### src/source/vcp_cfg_pkg.sv
package vcp_cfg_pkg;

	////////////////////
	// vector unit sizes
	////////////////////

	localparam int NUM_VREGS  = 8;                      // architectural vector registers
	localparam int NUM_LANES  = 4;                      // elements per register
	localparam int ELEM_W     = 32;                     // bits per element
	localparam int VREG_IDX_W = $clog2(NUM_VREGS);      // register index width
	localparam int VL_W       = $clog2(NUM_LANES + 1);  // holds 0 .. NUM_LANES
	localparam int LANE_IDX_W = $clog2(NUM_LANES);      // element select for extract

	////////////////////
	// base types
	////////////////////

	typedef logic [ELEM_W-1:0]     elem_t;       // one lane element
	typedef logic [VREG_IDX_W-1:0] vreg_idx_t;   // vector register number
	typedef logic [VL_W-1:0]       vl_t;         // current vector length
	typedef logic [NUM_LANES-1:0]  lane_mask_t;  // one enable per lane

	// whole register, lane 0 in the low bits
	typedef elem_t [NUM_LANES-1:0] vreg_t;

endpackage

### src/source/vcp_isa_pkg.sv
package vcp_isa_pkg;

	import vcp_cfg_pkg::*;

	////////////////////
	// operation codes
	////////////////////

	typedef enum logic [3:0] {
		VADD_VV = 4'h0,  // vd = vs1 + vs2
		VSUB_VV = 4'h1,  // vd = vs1 - vs2
		VAND_VV = 4'h2,  // vd = vs1 & vs2
		VOR_VV  = 4'h3,  // vd = vs1 | vs2
		VXOR_VV = 4'h4,  // vd = vs1 ^ vs2
		VADD_VX = 4'h5,  // vd = vs2 + rs1
		VMV_VX  = 4'h6,  // vd = rs1 in every lane
		VSETVL  = 4'h7,  // vl = min(rs1, lanes)
		VEXT_XV = 4'h8   // result = vs2[rs1 % lanes]
	} vop_e;

	localparam vl_t VL_RESET = vl_t'(NUM_LANES);  // full length out of reset

	////////////////////
	// stage payloads
	////////////////////

	// decode -> register read
	typedef struct packed {
		vop_e       op;
		vreg_idx_t  vd;
		vreg_idx_t  vs1;
		vreg_idx_t  vs2;
		elem_t      scalar;  // rs1 value
		lane_mask_t mask;    // lanes below vl
		vl_t        new_vl;  // only meaningful for VSETVL
	} issue_t;

	// register read -> lanes
	typedef struct packed {
		vop_e       op;
		vreg_idx_t  vd;
		lane_mask_t mask;
		vreg_t      a;       // vs1 contents
		vreg_t      b;       // vs2 contents
		elem_t      scalar;
		vl_t        new_vl;
	} exec_t;

endpackage

### src/source/vcp_stage_buf.sv
`timescale 1ns/1ps

module vcp_stage_buf #(
	parameter type T = logic  // stage payload
) (
	input  logic clk_i,
	input  logic rstn_i,
	// write side
	input  logic in_valid_i,
	output logic in_ready_o,
	input  T     in_data_i,
	// read side
	output logic out_valid_o,
	input  logic out_ready_i,
	output T     out_data_o
);

	logic full_q;  // entry occupied
	T     data_q;

	assign in_ready_o  = !full_q;  // one entry only
	assign out_valid_o = full_q;
	assign out_data_o  = data_q;

	always_ff @(posedge clk_i or negedge rstn_i) begin
		if (!rstn_i) begin
			full_q <= 1'b0;
		end else begin
			if (in_valid_i && in_ready_o) full_q <= 1'b1;  // write
			else if (out_ready_i && full_q) full_q <= 1'b0;  // read
		end
	end

	always_ff @(posedge clk_i) begin
		if (in_valid_i && in_ready_o) data_q <= in_data_i;
	end

	// a writer held off by a full entry keeps its payload
	a_no_write_when_full: assert property (@(posedge clk_i) disable iff (!rstn_i)
		in_valid_i && full_q |=> in_valid_i && $stable(in_data_i));

endmodule

### src/source/vcp_ctrl.sv
`timescale 1ns/1ps

module vcp_ctrl (
	input  logic                   clk_i,
	input  logic                   rstn_i,
	// cpu handshake
	input  logic                   req_i,
	input  vcp_isa_pkg::vop_e      op_i,
	input  vcp_cfg_pkg::vreg_idx_t vd_i,
	input  vcp_cfg_pkg::vreg_idx_t vs1_i,
	input  vcp_cfg_pkg::vreg_idx_t vs2_i,
	input  vcp_cfg_pkg::elem_t     rs1_i,
	// launch into decode
	output logic                   launch_valid_o,
	input  logic                   launch_ready_i,
	output vcp_isa_pkg::vop_e      op_o,
	output vcp_cfg_pkg::vreg_idx_t vd_o,
	output vcp_cfg_pkg::vreg_idx_t vs1_o,
	output vcp_cfg_pkg::vreg_idx_t vs2_o,
	output vcp_cfg_pkg::elem_t     scalar_o,
	// completion from lanes
	input  logic                   done_i,
	input  vcp_cfg_pkg::elem_t     done_result_i,
	output logic                   ack_o,
	output vcp_cfg_pkg::elem_t     result_o
);
	import vcp_cfg_pkg::*;
	import vcp_isa_pkg::*;

	typedef enum logic [1:0] {S_IDLE, S_LAUNCH, S_BUSY, S_ACK} state_e;

	state_e    state_q;
	vop_e      op_q;
	vreg_idx_t vd_q, vs1_q, vs2_q;
	elem_t     scalar_q;
	elem_t     result_q;  // held for the whole ack phase
	logic      accept;

	assign accept = (state_q == S_IDLE) && req_i && !ack_o;  // ack low in idle anyway

	////////////////////
	// sequencing fsm
	////////////////////
	always_ff @(posedge clk_i or negedge rstn_i) begin
		if (!rstn_i) begin
			state_q  <= S_IDLE;
			result_q <= '0;
		end else begin
			case (state_q)
				S_IDLE:   if (accept) state_q <= S_LAUNCH;          // fields captured below
				S_LAUNCH: if (launch_ready_i) state_q <= S_BUSY;    // decode took it
				S_BUSY: begin
					if (done_i) begin
						state_q  <= S_ACK;                             // ack the cycle after done
						result_q <= done_result_i;
					end
				end
				S_ACK:    if (!req_i) state_q <= S_IDLE;            // cpu released
				default:  state_q <= S_IDLE;
			endcase
		end
	end

	// instruction fields, captured on acceptance
	always_ff @(posedge clk_i) begin
		if (accept) begin
			op_q     <= op_i;
			vd_q     <= vd_i;
			vs1_q    <= vs1_i;
			vs2_q    <= vs2_i;
			scalar_q <= rs1_i;
		end
	end

	assign launch_valid_o = (state_q == S_LAUNCH);
	assign op_o           = op_q;
	assign vd_o           = vd_q;
	assign vs1_o          = vs1_q;
	assign vs2_o          = vs2_q;
	assign scalar_o       = scalar_q;
	assign ack_o          = (state_q == S_ACK);
	assign result_o       = result_q;

	// the cpu keeps req up until ack has been raised
	a_ack_rise_with_req: assert property (@(posedge clk_i) disable iff (!rstn_i)
		$rose(ack_o) |-> $past(req_i));

	// pipeline only finishes work that was launched
	a_done_in_busy: assert property (@(posedge clk_i) disable iff (!rstn_i)
		done_i |-> state_q == S_BUSY);

endmodule

### src/source/vcp_decode.sv
`timescale 1ns/1ps

module vcp_decode (
	input  logic                   clk_i,
	input  logic                   rstn_i,
	input  logic                   in_valid_i,
	output logic                   in_ready_o,
	input  vcp_isa_pkg::vop_e      op_i,
	input  vcp_cfg_pkg::vreg_idx_t vd_i,
	input  vcp_cfg_pkg::vreg_idx_t vs1_i,
	input  vcp_cfg_pkg::vreg_idx_t vs2_i,
	input  vcp_cfg_pkg::elem_t     scalar_i,
	output logic                   out_valid_o,
	input  logic                   out_ready_i,
	output vcp_isa_pkg::issue_t    out_data_o
);
	import vcp_cfg_pkg::*;
	import vcp_isa_pkg::*;

	vl_t        vl_q;         // architectural vector length
	logic       out_valid_q;
	issue_t     out_data_q;
	issue_t     dec;          // next payload
	lane_mask_t vl_mask;
	logic       accept, leave;

	assign in_ready_o = !out_valid_q || out_ready_i;  // empty or draining
	assign accept     = in_valid_i && in_ready_o;
	assign leave      = out_valid_q && out_ready_i;

	always_comb begin
		for (int k = 0; k < NUM_LANES; k++) begin
			vl_mask[k] = (k < int'(vl_q));  // tail lanes stay untouched
		end
		dec.op     = op_i;
		dec.vd     = vd_i;
		dec.vs1    = vs1_i;
		dec.vs2    = vs2_i;
		dec.scalar = scalar_i;
		dec.mask   = vl_mask;
		dec.new_vl = vl_q;  // unchanged unless setvl
		case (op_i)
			VSETVL: begin
				dec.mask = '0;  // no register write
				if (scalar_i >= elem_t'(NUM_LANES)) dec.new_vl = vl_t'(NUM_LANES);
				else dec.new_vl = vl_t'(scalar_i);  // clamp to lane count
			end
			VEXT_XV: dec.mask = '0;  // scalar result only
			default: ;
		endcase
	end

	////////////////////
	// vl and valid
	////////////////////
	always_ff @(posedge clk_i or negedge rstn_i) begin
		if (!rstn_i) begin
			vl_q        <= VL_RESET;
			out_valid_q <= 1'b0;
		end else begin
			if (leave && out_data_q.op == VSETVL) vl_q <= out_data_q.new_vl;  // on exit
			if (accept) out_valid_q <= 1'b1;
			else if (leave) out_valid_q <= 1'b0;
		end
	end

	always_ff @(posedge clk_i) begin
		if (accept) out_data_q <= dec;
	end

	assign out_valid_o = out_valid_q;
	assign out_data_o  = out_data_q;

endmodule

### src/source/vcp_vrf.sv
`timescale 1ns/1ps

module vcp_vrf (
	input  logic                   clk_i,
	input  logic                   rstn_i,
	// operand read
	input  logic                   in_valid_i,
	output logic                   in_ready_o,
	input  vcp_isa_pkg::issue_t    in_data_i,
	output logic                   out_valid_o,
	input  logic                   out_ready_i,
	output vcp_isa_pkg::exec_t     out_data_o,
	// writeback from lanes
	input  logic                   wb_en_i,
	input  vcp_cfg_pkg::vreg_idx_t wb_vd_i,
	input  vcp_cfg_pkg::lane_mask_t wb_mask_i,
	input  vcp_cfg_pkg::vreg_t     wb_data_i
);
	import vcp_cfg_pkg::*;
	import vcp_isa_pkg::*;

	vreg_t regs_q [NUM_VREGS];  // register storage
	logic  out_valid_q;
	exec_t out_data_q;
	logic  accept;

	assign in_ready_o = !out_valid_q || out_ready_i;
	assign accept     = in_valid_i && in_ready_o;

	////////////////////
	// register array
	////////////////////
	always_ff @(posedge clk_i or negedge rstn_i) begin
		if (!rstn_i) begin
			for (int r = 0; r < NUM_VREGS; r++) begin
				regs_q[r] <= '0;  // all registers start at zero
			end
		end else if (wb_en_i) begin
			for (int k = 0; k < NUM_LANES; k++) begin
				if (wb_mask_i[k]) regs_q[wb_vd_i][k] <= wb_data_i[k];  // masked lanes only
			end
		end
	end

	////////////////////
	// operand read
	////////////////////
	always_ff @(posedge clk_i or negedge rstn_i) begin
		if (!rstn_i) begin
			out_valid_q <= 1'b0;
		end else begin
			if (accept) out_valid_q <= 1'b1;
			else if (out_ready_i) out_valid_q <= 1'b0;
		end
	end

	always_ff @(posedge clk_i) begin
		if (accept) begin
			out_data_q.op     <= in_data_i.op;
			out_data_q.vd     <= in_data_i.vd;
			out_data_q.mask   <= in_data_i.mask;
			out_data_q.a      <= regs_q[in_data_i.vs1];
			out_data_q.b      <= regs_q[in_data_i.vs2];
			out_data_q.scalar <= in_data_i.scalar;
			out_data_q.new_vl <= in_data_i.new_vl;
		end
	end

	assign out_valid_o = out_valid_q;
	assign out_data_o  = out_data_q;

endmodule

### src/source/vcp_lane_alu.sv
`timescale 1ns/1ps

module vcp_lane_alu (
	input  logic                    clk_i,
	input  logic                    rstn_i,
	input  logic                    in_valid_i,
	output logic                    in_ready_o,
	input  vcp_isa_pkg::exec_t      in_data_i,
	// register file write port
	output logic                    wb_en_o,
	output vcp_cfg_pkg::vreg_idx_t  wb_vd_o,
	output vcp_cfg_pkg::lane_mask_t wb_mask_o,
	output vcp_cfg_pkg::vreg_t      wb_data_o,
	// completion to controller
	output logic                    done_o,
	output vcp_cfg_pkg::elem_t      result_o
);
	import vcp_cfg_pkg::*;
	import vcp_isa_pkg::*;

	vreg_t      lane_res;     // per-lane result
	elem_t      scalar_res;
	logic       writes_vreg;
	logic       done_q, wb_en_q;
	vreg_idx_t  wb_vd_q;
	lane_mask_t wb_mask_q;
	vreg_t      wb_data_q;
	elem_t      result_q;

	assign in_ready_o = 1'b1;  // output regs free every cycle

	////////////////////
	// simd lanes
	////////////////////
	always_comb begin
		for (int k = 0; k < NUM_LANES; k++) begin
			case (in_data_i.op)
				VADD_VV: lane_res[k] = in_data_i.a[k] + in_data_i.b[k];  // wraps at 32 bits
				VSUB_VV: lane_res[k] = in_data_i.a[k] - in_data_i.b[k];  // vs1 - vs2
				VAND_VV: lane_res[k] = in_data_i.a[k] & in_data_i.b[k];
				VOR_VV:  lane_res[k] = in_data_i.a[k] | in_data_i.b[k];
				VXOR_VV: lane_res[k] = in_data_i.a[k] ^ in_data_i.b[k];
				VADD_VX: lane_res[k] = in_data_i.b[k] + in_data_i.scalar;
				VMV_VX:  lane_res[k] = in_data_i.scalar;  // splat
				default: lane_res[k] = in_data_i.b[k];    // not written back
			endcase
		end
	end

	// scalar side
	always_comb begin
		case (in_data_i.op)
			VSETVL:  scalar_res = elem_t'(in_data_i.new_vl);  // zero-extended
			VEXT_XV: scalar_res = in_data_i.b[in_data_i.scalar[LANE_IDX_W-1:0]];
			default: scalar_res = '0;
		endcase
	end

	assign writes_vreg = (in_data_i.op != VSETVL) && (in_data_i.op != VEXT_XV);

	always_ff @(posedge clk_i or negedge rstn_i) begin
		if (!rstn_i) begin
			done_q  <= 1'b0;
			wb_en_q <= 1'b0;
		end else begin
			done_q  <= in_valid_i;                 // one pulse per instruction
			wb_en_q <= in_valid_i && writes_vreg;
		end
	end

	always_ff @(posedge clk_i) begin
		if (in_valid_i) begin
			wb_vd_q   <= in_data_i.vd;
			wb_mask_q <= in_data_i.mask;
			wb_data_q <= lane_res;
			result_q  <= scalar_res;
		end
	end

	assign wb_en_o   = wb_en_q;
	assign wb_vd_o   = wb_vd_q;
	assign wb_mask_o = wb_mask_q;
	assign wb_data_o = wb_data_q;
	assign done_o    = done_q;
	assign result_o  = result_q;

	// scalar-only operations arrive with every lane disabled
	a_scalar_op_no_lanes: assert property (@(posedge clk_i) disable iff (!rstn_i)
		in_valid_i && !writes_vreg |-> in_data_i.mask == '0);

endmodule

### src/source/vcp_top.sv
`timescale 1ns/1ps

module vcp_top (
	input  logic                   clk_i,
	input  logic                   rstn_i,
	input  logic                   req_i,
	input  vcp_isa_pkg::vop_e      op_i,
	input  vcp_cfg_pkg::vreg_idx_t vd_i,
	input  vcp_cfg_pkg::vreg_idx_t vs1_i,
	input  vcp_cfg_pkg::vreg_idx_t vs2_i,
	input  vcp_cfg_pkg::elem_t     rs1_i,
	output logic                   ack_o,
	output vcp_cfg_pkg::elem_t     result_o
);
	import vcp_cfg_pkg::*;
	import vcp_isa_pkg::*;

	logic       launch_valid, launch_ready;  // ctrl -> decode
	vop_e       launch_op;
	vreg_idx_t  launch_vd, launch_vs1, launch_vs2;
	elem_t      launch_scalar;
	logic       dec_valid, dec_ready;        // decode -> issue buffer
	issue_t     dec_data;
	logic       iss_valid, iss_ready;        // issue buffer -> vrf
	issue_t     iss_data;
	logic       rd_valid, rd_ready;          // vrf -> exec buffer
	exec_t      rd_data;
	logic       ex_valid, ex_ready;          // exec buffer -> lanes
	exec_t      ex_data;
	logic       wb_en;                       // lanes -> vrf
	vreg_idx_t  wb_vd;
	lane_mask_t wb_mask;
	vreg_t      wb_data;
	logic       done;                        // lanes -> ctrl
	elem_t      done_result;

	////////////////////
	// control
	////////////////////
	vcp_ctrl u_ctrl (
		.clk_i         (clk_i),         .rstn_i        (rstn_i),
		.req_i         (req_i),         .op_i          (op_i),
		.vd_i          (vd_i),          .vs1_i         (vs1_i),
		.vs2_i         (vs2_i),         .rs1_i         (rs1_i),
		.launch_valid_o(launch_valid),  .launch_ready_i(launch_ready),
		.op_o          (launch_op),     .vd_o          (launch_vd),
		.vs1_o         (launch_vs1),    .vs2_o         (launch_vs2),
		.scalar_o      (launch_scalar), .done_i        (done),
		.done_result_i (done_result),   .ack_o         (ack_o),
		.result_o      (result_o)
	);

	////////////////////
	// pipeline
	////////////////////
	vcp_decode u_decode (
		.clk_i      (clk_i),        .rstn_i     (rstn_i),
		.in_valid_i (launch_valid), .in_ready_o (launch_ready),
		.op_i       (launch_op),    .vd_i       (launch_vd),
		.vs1_i      (launch_vs1),   .vs2_i      (launch_vs2),
		.scalar_i   (launch_scalar),
		.out_valid_o(dec_valid),    .out_ready_i(dec_ready),  .out_data_o(dec_data)
	);

	vcp_stage_buf #(.T(issue_t)) u_issue_buf (
		.clk_i      (clk_i),     .rstn_i     (rstn_i),
		.in_valid_i (dec_valid), .in_ready_o (dec_ready), .in_data_i (dec_data),
		.out_valid_o(iss_valid), .out_ready_i(iss_ready), .out_data_o(iss_data)
	);

	vcp_vrf u_vrf (
		.clk_i      (clk_i),     .rstn_i     (rstn_i),
		.in_valid_i (iss_valid), .in_ready_o (iss_ready), .in_data_i (iss_data),
		.out_valid_o(rd_valid),  .out_ready_i(rd_ready),  .out_data_o(rd_data),
		.wb_en_i    (wb_en),     .wb_vd_i    (wb_vd),
		.wb_mask_i  (wb_mask),   .wb_data_i  (wb_data)
	);

	vcp_stage_buf #(.T(exec_t)) u_exec_buf (
		.clk_i      (clk_i),    .rstn_i     (rstn_i),
		.in_valid_i (rd_valid), .in_ready_o (rd_ready), .in_data_i (rd_data),
		.out_valid_o(ex_valid), .out_ready_i(ex_ready), .out_data_o(ex_data)
	);

	vcp_lane_alu u_lane_alu (
		.clk_i     (clk_i),    .rstn_i    (rstn_i),
		.in_valid_i(ex_valid), .in_ready_o(ex_ready), .in_data_i(ex_data),
		.wb_en_o   (wb_en),    .wb_vd_o   (wb_vd),
		.wb_mask_o (wb_mask),  .wb_data_o (wb_data),
		.done_o    (done),     .result_o  (done_result)
	);

endmodule

### config.mk
export PLATFORM = sky130hd
export DESIGN_NAME = vcp_top
export DESIGN_NICKNAME = d
export VERILOG_FILES = /design/src/source/vcp_cfg_pkg.sv /design/src/source/vcp_isa_pkg.sv /design/src/source/vcp_stage_buf.sv /design/src/source/vcp_ctrl.sv /design/src/source/vcp_decode.sv /design/src/source/vcp_vrf.sv /design/src/source/vcp_lane_alu.sv /design/src/source/vcp_top.sv
export SDC_FILE = /design/constraint.sdc
export NUM_CORES = 2
export LEC_CHECK = 0
export BUFFER_PORTS_ARGS = -buffer_cell sky130_fd_sc_hd__buf_4
export CORE_AREA = 2 2 658 660
export DETAILED_ROUTE_END_ITERATION = 10
export DIE_AREA = 0 0 660 662
export GPL_ROUTABILITY_DRIVEN = 0
export GPL_TIMING_DRIVEN = 0
export HOLD_SLACK_MARGIN = 0.15
export PLACE_DENSITY = 0.36
export SETUP_SLACK_MARGIN = 0.5
export SLEW_MARGIN = 5
export SYNTH_ARGS = -nofsm -noshare
export SYNTH_HDL_FRONTEND = slang
export SYNTH_HIERARCHICAL = 1
export SYNTH_SLANG_ARGS = --single-unit
### constraint.sdc
create_clock -name clk_i -period 23.4 [get_ports clk_i]
set_input_delay 4.68 -clock clk_i [delete_from_list [all_inputs] [get_ports clk_i]]
set_output_delay 4.68 -clock clk_i [all_outputs]
set_load 0.01 [all_outputs]
Yosys cells after proc, flatten, opt, wreduce, memory -nomap -nowiden
Index checks and enable logic that the tools add are counted.
- add/sub/neg operators: 12
- magnitude comparators: 10
- eq/ne operators: 21
- mux-type cells: 46
- bitwise operators: 15
- reduce and logical (&&, ||, !) cells: 24
- operators by type and width (cell ; count):
    $mux 1024 ; 7
    $bwmux 1024 ; 4
    $demux 128 s3 ; 4
    $pmux 32 s7 ; 4
    $bmux 128 s3 ; 2
    $mux 128 ; 5
    $add 32x32->32 ; 8
    $and 32x32->32 ; 4
    $or 32x32->32 ; 4
    $sub 32x32->32 ; 4
    $xor 32x32->32 ; 4
    $mux 96 ; 1
    $bmux 32 s2 ; 1
    $mux 32 ; 2
    $mux 64 ; 1
    $pmux 32 s2 ; 1
    $ge 32x3->1 const B ; 1
    $eq 4x3->1 const B ; 6
    $ge 4x4->1 const B ; 3
    $not 3->4 ; 3
    $logic_and 1x1->1 ; 10
    $eq 4x2->1 const B ; 2
    $eq 4x4->1 const B ; 2
    $mux 2 ; 4
    other kinds (22) ; 41
- bits in registers: 1987
- bits of input ports: 48
- word-level logic and storage cells: 221

Logic depth before layout (Yosys ltp)
- depth after elaboration: 16
- depth in mapped cells: 19
- depth with buffers taken out: 16

Modules after synthesis
Netlist, hierarchy kept.
- modules (own cells, without submodules) (module ; times used ; cells each ; area an instance (µm²) ; sequential area each (µm²)):
    vcp_vrf ; 1 ; 3417 ; 62889.1 ; 34718.3
    vcp_lane_alu ; 1 ; 3638 ; 28831.4 ; 5064.9
    vcp_stage_buf (u_exec_buf) ; 1 ; 306 ; 9113.7 ; 9093.7
    vcp_ctrl ; 1 ; 131 ; 2870.3 ; 2202.1
    vcp_decode ; 1 ; 91 ; 1930.6 ; 1662.8
    vcp_stage_buf (u_issue_buf) ; 1 ; 56 ; 1606.5 ; 1586.5

Least setup slack after synthesis
Ideal clock, no wire load.
- path type: reg-to-reg
- from: register u_exec_buf.full_q (netlist: u_exec_buf/out_valid_o)
- to: register u_exec_buf.data_q, in the netlist u_exec_buf/out_data_o[0], enable pin
- library setup time: 1.876 ns
- arrival: 11.970 ns
- required time: 21.524 ns
- setup slack: 9.554 ns
- stages on the path, launching flop included: 2
- buffers on the path: 0
- cells stage by stage: dfrtp_1 nor2b_2
- word-level cells in the longest chain between the ends: 2
- ends and longest elaborated chain (what ; line ; source):
    start: declaration ; vcp_stage_buf.sv:18 ; logic full_q;
    start signal: assignment ; vcp_stage_buf.sv:27 ; full_q <= 1'b0;
    start signal: assignment ; vcp_stage_buf.sv:29 ; if (in_valid_i && in_ready_o) full_q <= 1'b1;
    start signal: assignment ; vcp_stage_buf.sv:30 ; else if (out_ready_i && full_q) full_q <= 1'b0;
    $logic_not 1->1 ; vcp_stage_buf.sv:21 ; assign in_ready_o = !full_q;
    $logic_and 1x1->1 ; vcp_stage_buf.sv:35 ; if (in_valid_i && in_ready_o) data_q <= in_data_i;
    end signal: assignment ; vcp_stage_buf.sv:35 ;
    end: declaration ; vcp_stage_buf.sv:19 ; T data_q;
No other way between the ends.
A chain may end at the register's enable or synchronous reset.

==> results.yml <==
run_status:
  outcome: "complete, but fails checks"
  failed_checks: "max-capacitance violations, max-slew violations"
die:
  core_region_area_sq_um: 430000
  num_rows: 241
  floorplan.initialDensity: 0.250
  top_level_ports: 81
  chipHeight_um: 662
  floorplan.die.width_um: 660
  die_area_sq_um: 437000
critical_path:
  timing.critical_path.fanout_max: 10
  critPathCaptureType: "flop"
  timing.setup.critical_path_class: "reg2reg"
  crit_required_ns: 23.99
  arrival_ns: 8.37
  reg2regPathDepth: 17
  worst_setup_path_startpoint: "u_exec_buf/out_data_o[300]$_DFFE_PP_"
  timing.critical_path.slowest_stage_cell: "a32oi_1"
  regToRegSetupSlack_ns: 15.63
  critPathMaxStageDelay_ns: 1.04
  timing.critical_path.from_type: "flop"
  cp_num_buf_inv: 4
  cpLargestDelayFamily: "compound AO/OA/AOI/OAI gates"
  source_of_the_worst_register_to_register_timing_path: "u_exec_buf/out_data_o[300]$_DFFE_PP_"
  path_cells: "clkbuf_1 -> nand2b_1 -> nor2_1 -> clkbuf_1 -> clkbuf_1 -> nand2_1 -> o21ai_0 -> ha_1 -> clkbuf_1 -> nand2_1 -> o21ai_0 -> a31oi_1 -> a221oi_1 -> nand2_1 -> mux2i_1 -> nand2_1 -> a32oi_1"
  reg2reg_end: "u_lane_alu/wb_data_o[26]$_DFFE_PP_"
clock_network:
  ctsHoldBuffers: 0
  cts.htree.levels: 4
  post_cts_resize_count: 0
  cts-buffers-inserted: 237
  clock_sink_count: 1987
  clk-insertion-delay-late_ns: 1.00
  clkTransAtPathRegs_ns: 0.10
  clockBufferDepth: 4
  post_cts.repair.setup_buffers: 0
  clock_tree_from_tritoncts: "done"
  ctsRootBufferMaster: "clkbuf_16"
sta:
  finalMaxSlewViolations: 73
  tightest_slew_ns: 1.71
  post-route-min-period_ns: 7.77
  timing.fmax_mhz: 129
  worst_path_setup_slack_after_routing_ns: 15.63
  fin_hold_ws_ns: 0.370
  hold_viol: 0
  setup_repair_after_global_routing_missed_its_margin: "false"
  tns_ns: 0
  fin_skew_ns: 0.0680
  setup_viol: 0
  period_utilisation_layout: 0.332
  timing.slew.headroom: -0.142
final_layout:
  nNetsFinal: 8660
  finish.cell_count_without_fillers: 14100
  layout-drive-gt1-share: 0.332
  final_area_sq_um: 126000
  flow.area_growth_from_synthesis_pct: 17.1
grt:
  globalRouteOverflowTotal: 0
  grt_antenna_before_repair: 122
  grt_start_max_net_pins: 156
  grt_pass1_wl_mm: 726
  grt_pass1_vias: 73600
  grt_use_total: 0.250
logic_synthesis:
  synth_nets: 8231
  synth.top_cells.by_area: "edfxtp_1, dfrtp_1, mux2_2"
  netlist.area_leader.share: 0.258
  synth_enable_flop_cells: 920
  yosys_most_used_dff: "dfrtp_1"
  synth_area_leader_cell: "edfxtp_1"
  synthCells: 7639
  netlist-cell-type-count: 104
  syn-mean-instance-area_sq_um: 14.0
  synthesis.area_sq_um: 107000
  async_reset_ff_frac: 0.537
  synth-seq-area-share: 0.507
  yosysWarningCount: 6
  post_synthesis_sequential_element_count: 1987
placed_design:
  dp_cells: 13500
  port-buffer-count: 80
  dpl-instance-area_sq_um: 118000
  detailedPlacementHpwl_mm: 406
  pre_cts_slack_ns: 15.26
flow_run:
  drv_cap: 10
drt:
  post-route-drc-count: 0
  drt-total-wl_mm: 559
  drt_pass1_iterations: 7
  drtAntennaViolNets: 0
  detail_route.wl_per_cell_um: 39.7
  route.vias.total: 76100
  initialDrtViolationCount: 9919
  detail_route.vias_per_cell: 5.42
hold_path:
  whs_endpoint: "u_exec_buf/out_data_o[160]$_DFFE_PP_"
  worst_hold_startpoint: "u_vrf/out_data_o[160]$_DFFE_PP_"
  whs_path_depth: 0
  hold_path.class: "reg2reg"
power_and_ir_drop:
  power.switching_mw: 8.37
  p_leak_nw: 50.4
  powerDensity_nw_per_um2: 157
  power_frac_seq: 0.362
  p_int_mw: 11.4
  irDropWorstVdd_mv: 0.0728
  power.share.combinational: 0.448
  clock_power_share: 0.190
  power.share.switching: 0.423
## cell usage in the layout, fill, tap and decap left out, types with 42 or more instances in the layout
cell type,netlist,final
a21o_1,85,85
nand2_1,231,231
mux4_2,544,544
inv_1,389,389
clkbuf_1,185,173
xnor2_1,113,113
nor3_1,63,63
mux2_4,112,112
buf_6,71,79
dfrtp_1,1066,1065
edfxtp_1,920,920
buf_12,3,55
a22oi_1,81,81
mux2_1,42,42
a221oi_1,79,79
nor2_1,310,309
mux2_2,1162,1162
clkbuf_2,0,78
nand3_1,53,53
clkbuf_16,0,238
xor2_1,52,52
ha_1,536,536
a21oi_1,410,383
clkinv_2,0,45
buf_2,87,115
buf_4,20,99
diode_2,0,66
o211ai_1,87,87
and2_1,45,43
o21ai_0,253,253
nand2b_1,46,46
## logic make-up after synthesis
kind of cell,share of synthesized area
other,0.0000350
AO/OA/AOI/OAI,0.0816
flip-flops,0.507
buffers and inverters,0.0352
AND/OR/NAND/NOR,0.0419
XOR/XNOR,0.0135
multiplexers,0.257
adder cells (fa/ha/maj),0.0640
## per-stage QoR
stage	total power, mW	util
after floorplan	11.7	-
after global placement	15.8	0.268
after detailed placement	15.8	0.274
after CTS	19.7	0.292
after global routing	20.5	0.292
final	19.8	0.292
## cell usage after synthesis, types with 42 or more instances
cell and instances:
nand2_1 231, buf_1 44, mux2_1 42, buf_6 71
xnor2_1 113, mux2_4 112, xor2_1 52, a221oi_1 79
nand3_1 53, inv_1 389, clkbuf_1 185, a21o_1 85
nor3_1 63, a22oi_1 81, nand2b_1 46, o211ai_1 87
mux4_2 544, dfrtp_1 1066, a21oi_1 410, o21ai_0 253
ha_1 536, edfxtp_1 920, buf_2 87, and2_1 45
mux2_2 1162, nor2_1 310
## registers in the layout (all words and copies together), names as in the netlist
name	cells
u_exec_buf/out_data_o	302
u_decode/vl_q	3
u_vrf/out_data_o	302
u_ctrl/result_o	32
u_lane_alu/wb_vd_o	3
u_decode/out_data_o	52
u_decode/out_valid_o	1
u_ctrl/scalar_o	32
u_ctrl/vs2_o	3
u_lane_alu/wb_mask_o	4
u_lane_alu/done_o	1
u_lane_alu/wb_data_o	128
u_issue_buf/out_data_o	52
u_ctrl/vs1_o	3
u_ctrl/state_q	2
u_vrf/out_valid_o	1
u_ctrl/vd_o	3
u_ctrl/op_o	4
u_lane_alu/result_o	32
u_exec_buf/out_valid_o	1
u_lane_alu/wb_en_o	1
u_issue_buf/out_valid_o	1
u_vrf/regs_q	1024
## routing by layer
layer | vias to the layer above | global-route usage | part of all wire
met3 | 1010 | 0.0667 | 0.087
met4 | 38 | 0.149 | 0.068
met2 | 4116 | 0.364 | 0.42
met5 | - | 0 | 0.00046
met1 | 40800 | 0.332 | 0.42
li1 | 30200 | - | -
## worst max-delay path by stage
stage | cells after the start | endpoint | slack, ns
2_1_floorplan | 1 | u_exec_buf/out_data_o[0]$_DFFE_PP_ | 9.55
3_3_place_gp | 1 | u_exec_buf/out_data_o[119]$_DFFE_PP_ | -27.77
3_5_place_dp | 5 | u_vrf/regs_q[524]$_DFFE_PN0P_ | 15.26
4_1_cts | 18 | u_lane_alu/wb_data_o[62]$_DFFE_PP_ | 16.24
5_1_grt | 18 | u_lane_alu/wb_data_o[62]$_DFFE_PP_ | 15.82
6_report | 17 | u_lane_alu/wb_data_o[26]$_DFFE_PP_ | 15.63
## power groups by stage
| stage | clock (mW) | combinational (mW) | sequential [mW] |
|---|---|---|---|
| 6_report | 3.76 | 8.85 | 7.16 |
| 2_1_floorplan | 0 | 5.26 | 6.47 |
| 4_1_cts | 3.87 | 8.67 | 7.11 |
| 3_5_place_dp | 0 | 8.62 | 7.15 |
| 3_3_place_gp | 0 | 8.24 | 7.60 |
| 5_1_grt | 4.00 | 9.19 | 7.30 |
## final cells by class
| type | count | area [sq um] |
|---|---|---|
| diodes | 66 | 165 |
| plain buffers | 410 | 2470 |
| clock buffers | 346 | 6690 |
| clock inverters | 102 | 1110 |
| fillers | 43300 | 304000 |
| inverters | 392 | 1470 |
| multi-input cells | 4850 | 49300 |
| flip-flops and latches | 1987 | 54300 |
| well taps | 5710 | 7140 |
| repair buffers | 190 | 2900 |
No activity file was read; power rests on OpenSTA's default activity.
